### src/vga_pkg.sv
package vga_pkg;

    // counter width, both axes
    localparam int cnt_w = 11;
    // colour word, 4 bits per channel
    localparam int rgb_w = 12;

    // horizontal timing in pixels
    localparam int h_active = 640;
    localparam int h_front  = 16;
    localparam int h_sync   = 96;
    localparam int h_back   = 48;
    // 800 pixels per line
    localparam int h_total  = h_active + h_front + h_sync + h_back;

    // vertical timing in lines
    localparam int v_active = 480;
    localparam int v_front  = 10;
    localparam int v_sync   = 2;
    localparam int v_back   = 33;
    // 525 lines per frame
    localparam int v_total  = v_active + v_front + v_sync + v_back;

    // sync windows, end exclusive
    localparam int h_sync_start = h_active + h_front;
    localparam int h_sync_end   = h_sync_start + h_sync;
    localparam int v_sync_start = v_active + v_front;
    localparam int v_sync_end   = v_sync_start + v_sync;

    // one pixel slot as it moves down the drawing chain
    // syncs and blanks are active high
    typedef struct packed {
        logic [cnt_w-1:0] hcount;
        logic [cnt_w-1:0] vcount;
        logic             hsync;
        logic             vsync;
        logic             hblnk;
        logic             vblnk;
        logic [rgb_w-1:0] rgb;
    } vga_sig_t;

endpackage

### src/game_pkg.sv
package game_pkg;

    // colours, 4-4-4 rgb
    localparam logic [11:0] bg_rgb     = 12'h024;
    localparam logic [11:0] border_rgb = 12'hccc;
    localparam logic [11:0] paddle_rgb = 12'hfff;
    // dark orange for the game-over overlay
    localparam logic [11:0] over_rgb   = 12'h820;

    // frame border width, pixels
    localparam int border_w = 8;

    // paddle size and left columns
    localparam int          paddle_w = 10;
    localparam int          paddle_h = 80;
    localparam logic [9:0]  p1_x     = 10'd24;
    localparam logic [9:0]  p2_x     = 10'd606;

    // overlay rectangles, both bounds exclusive
    // index 0 is rectangle 1
    // rects 1-2 share a row, so do 3-4
    localparam int ov_rects = 6;
    localparam logic [ov_rects-1:0][9:0] ov_x_start = {
        10'd270, 10'd230, 10'd340, 10'd160, 10'd340, 10'd160
    };
    localparam logic [ov_rects-1:0][9:0] ov_x_end = {
        10'd370, 10'd410, 10'd480, 10'd300, 10'd480, 10'd300
    };
    localparam logic [ov_rects-1:0][9:0] ov_y_start = {
        10'd350, 10'd300, 10'd220, 10'd220, 10'd140, 10'd140
    };
    localparam logic [ov_rects-1:0][9:0] ov_y_end = {
        10'd380, 10'd330, 10'd280, 10'd280, 10'd200, 10'd200
    };

    // top line of each paddle
    typedef struct packed {
        logic [9:0] p1_y;
        logic [9:0] p2_y;
    } paddle_pos_t;

    // result from game logic
    // 1 player 1 won, 2 player 2 won, 3 draw
    typedef logic [1:0] gameover_t;
    localparam gameover_t go_playing = 2'd0;

endpackage

### src/vga_timing.sv
`timescale 1ns/1ps

module vga_timing import vga_pkg::*; (
    input  logic     clk,
    input  logic     rst,
    output vga_sig_t vga_out
);

    // last values before wrap
    localparam logic [cnt_w-1:0] h_last = cnt_w'(h_total - 1);
    localparam logic [cnt_w-1:0] v_last = cnt_w'(v_total - 1);

    logic [cnt_w-1:0] hcnt;
    logic [cnt_w-1:0] vcnt;
    vga_sig_t         vga_nxt;

    // free-running position counters
    always_ff @(posedge clk) begin
        if (rst) begin
            hcnt <= '0;
            vcnt <= '0;
        end else if (hcnt == h_last) begin
            hcnt <= '0;
            // end of line steps the line counter
            if (vcnt == v_last) begin
                vcnt <= '0;
            end else begin
                vcnt <= vcnt + 1'b1;
            end
        end else begin
            hcnt <= hcnt + 1'b1;
        end
    end

    // syncs and blanks from the current count
    always_comb begin
        vga_nxt.hcount = hcnt;
        vga_nxt.vcount = vcnt;
        // sync windows between front and back porch
        vga_nxt.hsync  = (hcnt >= cnt_w'(h_sync_start)) && (hcnt < cnt_w'(h_sync_end));
        vga_nxt.vsync  = (vcnt >= cnt_w'(v_sync_start)) && (vcnt < cnt_w'(v_sync_end));
        // blank everything outside the visible area
        vga_nxt.hblnk  = (hcnt >= cnt_w'(h_active));
        vga_nxt.vblnk  = (vcnt >= cnt_w'(v_active));
        // colour is added by the drawing stages
        vga_nxt.rgb    = '0;
    end

    // registered outputs
    always_ff @(posedge clk) begin
        if (rst) begin
            vga_out <= '0;
        end else begin
            vga_out <= vga_nxt;
        end
    end

endmodule

### src/draw_background.sv
`timescale 1ns/1ps

module draw_background import vga_pkg::*, game_pkg::*; (
    input  logic     clk,
    input  logic     rst,
    input  vga_sig_t vga_in,
    output vga_sig_t vga_out
);

    // inner edges of the border band
    localparam logic [cnt_w-1:0] left_lim  = cnt_w'(border_w);
    localparam logic [cnt_w-1:0] right_lim = cnt_w'(h_active - border_w);
    localparam logic [cnt_w-1:0] top_lim   = cnt_w'(border_w);
    localparam logic [cnt_w-1:0] bot_lim   = cnt_w'(v_active - border_w);

    logic     blank;
    logic     on_border;
    vga_sig_t vga_nxt;

    always_comb begin
        blank     = vga_in.hblnk | vga_in.vblnk;
        // any of the four edges
        on_border = (vga_in.hcount < left_lim) || (vga_in.hcount >= right_lim) ||
                    (vga_in.vcount < top_lim) || (vga_in.vcount >= bot_lim);

        // timing fields pass as they are
        vga_nxt = vga_in;
        if (blank) begin
            // nothing shows during blanking
            vga_nxt.rgb = '0;
        end else if (on_border) begin
            vga_nxt.rgb = border_rgb;
        end else begin
            vga_nxt.rgb = bg_rgb;
        end
    end

    always_ff @(posedge clk) begin
        if (rst) begin
            vga_out <= '0;
        end else begin
            vga_out <= vga_nxt;
        end
    end

endmodule

### src/draw_players.sv
`timescale 1ns/1ps

module draw_players import vga_pkg::*, game_pkg::*; (
    input  logic        clk,
    input  logic        rst,
    input  paddle_pos_t paddles,
    input  vga_sig_t    vga_in,
    output vga_sig_t    vga_out
);

    paddle_pos_t paddles_q;
    logic        blank;
    logic        in_p1;
    logic        in_p2;
    vga_sig_t    vga_nxt;

    // pixel inside a paddle whose top-left corner is (x, y)
    // spans are end exclusive, sums kept at counter width
    function automatic logic in_paddle(
        input logic [cnt_w-1:0] hc,
        input logic [cnt_w-1:0] vc,
        input logic [9:0]       x,
        input logic [9:0]       y
    );
        logic [cnt_w-1:0] x0;
        logic [cnt_w-1:0] y0;
        logic [cnt_w-1:0] x1;
        logic [cnt_w-1:0] y1;
        x0 = {1'b0, x};
        y0 = {1'b0, y};
        x1 = x0 + cnt_w'(paddle_w);
        y1 = y0 + cnt_w'(paddle_h);
        return (hc >= x0) && (hc < x1) && (vc >= y0) && (vc < y1);
    endfunction

    // heights held in a register so a comparison sees one stable value
    always_ff @(posedge clk) begin
        paddles_q <= paddles;
    end

    always_comb begin
        blank = vga_in.hblnk | vga_in.vblnk;
        in_p1 = in_paddle(vga_in.hcount, vga_in.vcount, p1_x, paddles_q.p1_y);
        in_p2 = in_paddle(vga_in.hcount, vga_in.vcount, p2_x, paddles_q.p2_y);

        vga_nxt = vga_in;
        // paint over the background, never into blanking
        if (!blank && (in_p1 || in_p2)) begin
            vga_nxt.rgb = paddle_rgb;
        end
    end

    always_ff @(posedge clk) begin
        if (rst) begin
            vga_out <= '0;
        end else begin
            vga_out <= vga_nxt;
        end
    end

endmodule

### src/draw_gameover.sv
`timescale 1ns/1ps

module draw_gameover import vga_pkg::*, game_pkg::*; (
    input  logic      clk,
    input  logic      rst,
    input  gameover_t gameover,
    input  vga_sig_t  vga_in,
    output vga_sig_t  vga_out
);

    logic     over;
    logic     over_nxt;
    logic     in_rect;
    vga_sig_t vga_nxt;

    // sticky flag, only reset brings the game back
    always_comb begin
        over_nxt = over | (gameover != go_playing);
    end

    // hit test against all overlay rectangles
    // strict compare on both sides, edges keep the picture
    always_comb begin
        in_rect = 1'b0;
        for (int i = 0; i < ov_rects; i++) begin
            if ((vga_in.hcount > {1'b0, ov_x_start[i]}) &&
                (vga_in.hcount < {1'b0, ov_x_end[i]}) &&
                (vga_in.vcount > {1'b0, ov_y_start[i]}) &&
                (vga_in.vcount < {1'b0, ov_y_end[i]})) begin
                in_rect = 1'b1;
            end
        end
    end

    always_comb begin
        vga_nxt = vga_in;
        // overlay only once the game has ended
        if (over && in_rect) begin
            vga_nxt.rgb = over_rgb;
        end
    end

    always_ff @(posedge clk) begin
        if (rst) begin
            vga_out <= '0;
            over    <= 1'b0;
        end else begin
            vga_out <= vga_nxt;
            over    <= over_nxt;
        end
    end

endmodule

### src/game_display_top.sv
`timescale 1ns/1ps

module game_display_top import vga_pkg::*, game_pkg::*; (
    input  logic        clk,
    input  logic        rst,
    input  paddle_pos_t paddles,
    input  gameover_t   gameover,
    output vga_sig_t    vga_out
);

    // stage boundaries, one register step each
    vga_sig_t vga_tim;
    vga_sig_t vga_bg;
    vga_sig_t vga_pl;

    // counters, syncs, blanks
    vga_timing u_vga_timing (
        .clk     (clk),
        .rst     (rst),
        .vga_out (vga_tim)
    );

    // fill and border
    draw_background u_draw_background (
        .clk     (clk),
        .rst     (rst),
        .vga_in  (vga_tim),
        .vga_out (vga_bg)
    );

    // both paddles
    draw_players u_draw_players (
        .clk     (clk),
        .rst     (rst),
        .paddles (paddles),
        .vga_in  (vga_bg),
        .vga_out (vga_pl)
    );

    // end-of-game overlay, last stage
    draw_gameover u_draw_gameover (
        .clk      (clk),
        .rst      (rst),
        .gameover (gameover),
        .vga_in   (vga_pl),
        .vga_out  (vga_out)
    );

endmodule

### config.mk
export PLATFORM = sky130hd
export DESIGN_NAME = game_display_top
export DESIGN_NICKNAME = d
export VERILOG_FILES = /design/src/vga_pkg.sv /design/src/game_pkg.sv /design/src/vga_timing.sv /design/src/draw_background.sv /design/src/draw_players.sv /design/src/draw_gameover.sv /design/src/game_display_top.sv
export SDC_FILE = /design/constraint.sdc
export NUM_CORES = 1
export LEC_CHECK = 0
export BUFFER_PORTS_ARGS = -buffer_cell sky130_fd_sc_hd__buf_2
export CORE_ASPECT_RATIO = 0.7
export CORE_MARGIN = 8
export CORE_UTILIZATION = 55
export CTS_BUF_LIST = sky130_fd_sc_hd__clkbuf_2
export DETAILED_ROUTE_END_ITERATION = 10
export GPL_ROUTABILITY_DRIVEN = 1
export PLACE_DENSITY = 0.83
export SLEW_MARGIN = 20
export SYNTH_ARGS = -nofsm -noshare
export SYNTH_HDL_FRONTEND = slang
export SYNTH_SLANG_ARGS = --single-unit
### constraint.sdc
create_clock -name clk -period 2.11 [get_ports clk]
set_clock_uncertainty 0.2 [all_clocks]
set_input_delay 0.3165 -clock clk [delete_from_list [all_inputs] [get_ports clk]]
set_output_delay 0.3165 -clock clk [all_outputs]
set_load 0.01 [all_outputs]
==> flow_summary_export.csv <==
group,metric,value,unit
grt,grt_antenna_before_repair,0,
floorplan,ios,62,
worst_setup_path,crit_chain,"buf_6 -> a21oi_4 -> nor3_2 -> xnor2_1 -> ha_1 -> o2111ai_2 -> a21oi_1 -> o21ai_1 -> a32oi_2 -> o21ai_1",
worst_setup_path,critPathLaunchType,"register",
logic_synthesis,synth_top_area_frac,0.518,
clock_network,cts_tree,"done",
placed_design,hpwl,9.38,mm
grt,grt_max_degree,66,
logic_synthesis,synthSimpleGateAreaFrac,0.219,
logic_synthesis,yosys_warnings,0,
logic_synthesis,syn-num-nets,684,
timing,rsz0062_at_grt,"yes",
final_layout,fin_util,0.682,
timing,slew_headroom,0.636,
final_layout,layout-drive-gt1-share,0.233,
worst_setup_path,reg2reg_to,"u_draw_players.vga_out[2]",
final_layout,diodes,0,
power,power_density,629,nW/µm²
worst_setup_path,rr_startpoint,"u_draw_players.paddles_q[5]",
logic_synthesis,synth-xor-area-share,0.0328,
floorplan,die_x,142,µm
timing,slew_violations,0,
worst_setup_path,reg2regPathDepth,10,
worst_setup_path,crit_path_start,"u_draw_players.paddles_q[5]",
logic_synthesis,async_reset_ff_frac,0,
worst_setup_path,slowest_delay,380,ps
floorplan,dieArea,14900,µm²
timing,period_minus_slack,2310,ps
clock_network,clk_pin_slew,220,ps
logic_synthesis,ys_seq_elements,159,
worst_setup_path,crit_fanout,4,
logic_synthesis,synth.distinct_cells,53,
status,outcome,"finished with violations",
worst_setup_path,cp_slowest_cell,"dfxtp_2",
logic_synthesis,ys_seq_area_frac,0.518,
logic_synthesis,synth_top_family_by_area,"simple AND/OR/NAND/NOR gates",
clock_network,clock_latency,670,ps
power,p_leak,3.24,nW
clock_network,cts_max_level,4,
grt,grt-ovfl-total,0,
timing,finalSetupViolations,6,
clock_network,clockBufferDepth,2,
clock_network,cts_root_buffer,"clkbuf_2",
status,violations,"setup timing",
placed_design,port_buffers,61,
logic_synthesis,avgSynthCellArea,9.91,µm²
power,irDropWorstVdd,0.000415,V
floorplan,rows,32,
drt,via_per_inst,5.12,
placed_design,dp_slack,-278,ps
timing,setup_ws,-199,ps
floorplan,start_util,0.560,
worst_setup_path,critPathCaptureType,"register",
logic_synthesis,ys_top_cells_by_area,"dfxtp_1 (52%), nor2b_1 (9.9%), ha_1 (8.1%), nor2_1 (2.7%), inv_1 (2.6%)",
timing,final_hold_viol_count,0,
timing,tns,-661,ps
worst_setup_path,setup.worst_path.class,"reg -> reg",
drt,dr.pass1.iters,5,
logic_synthesis,yosysTopAreaCell,"dfxtp_1",
worst_setup_path,crit_end,"u_draw_players.vga_out[2]",
worst_setup_path,critical_path_required,2450,ps
logic_synthesis,synthAdderAreaFrac,0.0815,
floorplan,die_h,104,µm
placed_design,gp_congestion,0.918,
worst_setup_path,critPathMostFrequentCell,"o21ai_1",
timing,finalCritPeriodShare,1.09,
drt,vias,4620,
clock_network,cts_made_buffers,17,
grt,gr-usage-all-layers,0.176,
grt,grt_pass1_wl,21.3,mm
clock_network,clock-sinks,159,
drt,drcViolationCount,0,
final_layout,synthToLayoutAreaGrowth,21.8,%
drt,drt-total-wl,13.3,mm
timing,fmax,0.433,GHz
logic_synthesis,syn-instance-count,620,
logic_synthesis,synth_edf_count,0,
drt,drtIter0Drc,274,
min_path,hp-class,"in -> reg",
run,drv_cap,0,
logic_synthesis,synth.cell_area,6140,µm²
logic_synthesis,synth_mux_area_frac,0,
floorplan,core,11000,µm²
timing,tightest_slew,532,ps
drt,drt.antenna.violating_nets,0,
worst_setup_path,worstPathArrival,2650,ps
drt,wire_per_inst,14.7,µm
final_layout,nets,802,
logic_synthesis,synth-compound-area-share,0.101,
logic_synthesis,synth_flop_cell,"dfxtp_1",
worst_setup_path,r2r_slack,-200,ps
grt,grt_pass1_vias,4425,
-- layer usage --
layer / global-route usage / vias to the layer above / wire [µm] / share of wire
met5: 0 / - / 0 / 0
met4: 0.0635 / 0 / 232 / 0.017
met3: 0.0518 / 27 / 1000 / 0.075
met2: 0.286 / 135 / 6160 / 0.46
met1: 0.217 / 2108 / 5890 / 0.44
li1: - / 2350 / - / -
-- per-stage QoR --
step	instances	power [mW]	hold slack (ps)	cell area (µm²)
after floorplan	620	3.26	144	6150
after global placement	843	3.34	218	6800
after detailed placement	843	3.35	221	6800
after CTS	901	4.72	4.51	7370
after global routing	903	4.92	-4.40	7480
final	903	4.71	63.7	7480
-- worst min-delay path by stage --
stage                      startpoint                      endpoint  cells after the start
after floorplan            paddles[0]   u_draw_players.paddles_q[0]                      0
after global placement     paddles[0]   u_draw_players.paddles_q[0]                      1
after detailed placement   paddles[1]   u_draw_players.paddles_q[1]                      1
after CTS                 paddles[18]  u_draw_players.paddles_q[18]                      2
after global routing       paddles[8]   u_draw_players.paddles_q[8]                      2
final                      paddles[8]   u_draw_players.paddles_q[8]                      2
-- cell usage in the layout (no fill, tap or decap), types with 9 or more instances in the layout --
| cell | synthesis | layout |
|---|---|---|
| clkbuf_2 | 0 | 19 |
| nand3_1 | 11 | 11 |
| o21ai_0 | 27 | 16 |
| dfxtp_1 | 159 | 145 |
| nand2_1 | 16 | 16 |
| dfxtp_2 | 0 | 12 |
| nor2_1 | 45 | 45 |
| buf_2 | 5 | 60 |
| ha_1 | 40 | 35 |
| inv_1 | 42 | 42 |
| o21ai_1 | 0 | 9 |
| dlygate4sd3_1 | 0 | 26 |
| nor2b_1 | 97 | 97 |
| xor2_1 | 15 | 15 |
| nor3_1 | 14 | 12 |
| nand4_1 | 11 | 11 |
| buf_4 | 7 | 36 |
| a21oi_1 | 21 | 20 |
-- timing repair --
action                                  4_1_cts  5_1_grt
resized for setup                            35       26
setup buffers                                 2        1
pin swaps                                    15       13
endpoints found under the hold margin        78        1
hold buffers                                 25        1
endpoints found under the setup margin       11       20
-- synthesized netlist by cell type, types with 7 or more instances --
cell type and instances:
dfxtp_1 159, nor2b_1 97, nor2_1 45, inv_1 42
ha_1 40, o21ai_0 27, a21oi_1 21, nand2_1 16
xor2_1 15, clkbuf_1 14, nor3_1 14, nand3_1 11
nand4_1 11, xnor2_1 8, and3_1 7, buf_4 7
nand2b_1 7
-- layout make-up --
cell class,count,area [µm²]
clock buffers,19,95.1
inverters,42,158
fillers,843,3490
clock inverters,12,92.6
well taps,153,191
repair buffers,126,885
multi-input cells,392,2860
flip-flops and latches,159,3210
-- cells by family (layout without fill, tap and decap cells) --
logic type	count (synthesis)	in the layout
xor gates and xnor gates	23	23
buffers and inverters	69	199
and+or+nand+nor	237	237
adders and majority gates	40	40
DFF	159	159
AOI/OAI and AO/OA	92	92
-- critical path, delay by kind of cell, from the launching register on --
family / cells / cell delay [ps]
adders and majority gates: 1 / 350
DFF: 1 / 380
buffers and inverters: 1 / 120
and+or+nand+nor: 1 / 60
xor gates and xnor gates: 1 / 140
AOI/OAI and AO/OA: 6 / 930
-- power breakdown --
part | internal (mW) | switching [mW] | leakage (nW)
sequential | 3.05 | 0.0296 | 1.29
clock | 0.311 | 1.03 | 0.102
combinational | 0.150 | 0.142 | 1.84
total | 3.51 | 1.20 | 3.24
-- sequential cells by signal, summed over array words and instances (netlist names) --
name	cells
u_draw_background.vga_out	29
u_draw_players.paddles_q	20
u_vga_timing.vga_out	26
u_draw_gameover.over	1
u_vga_timing.hcnt	11
u_draw_players.vga_out	30
u_vga_timing.vcnt	11
u_draw_gameover.vga_out	31
No activity file was read; power rests on OpenSTA's default activity.
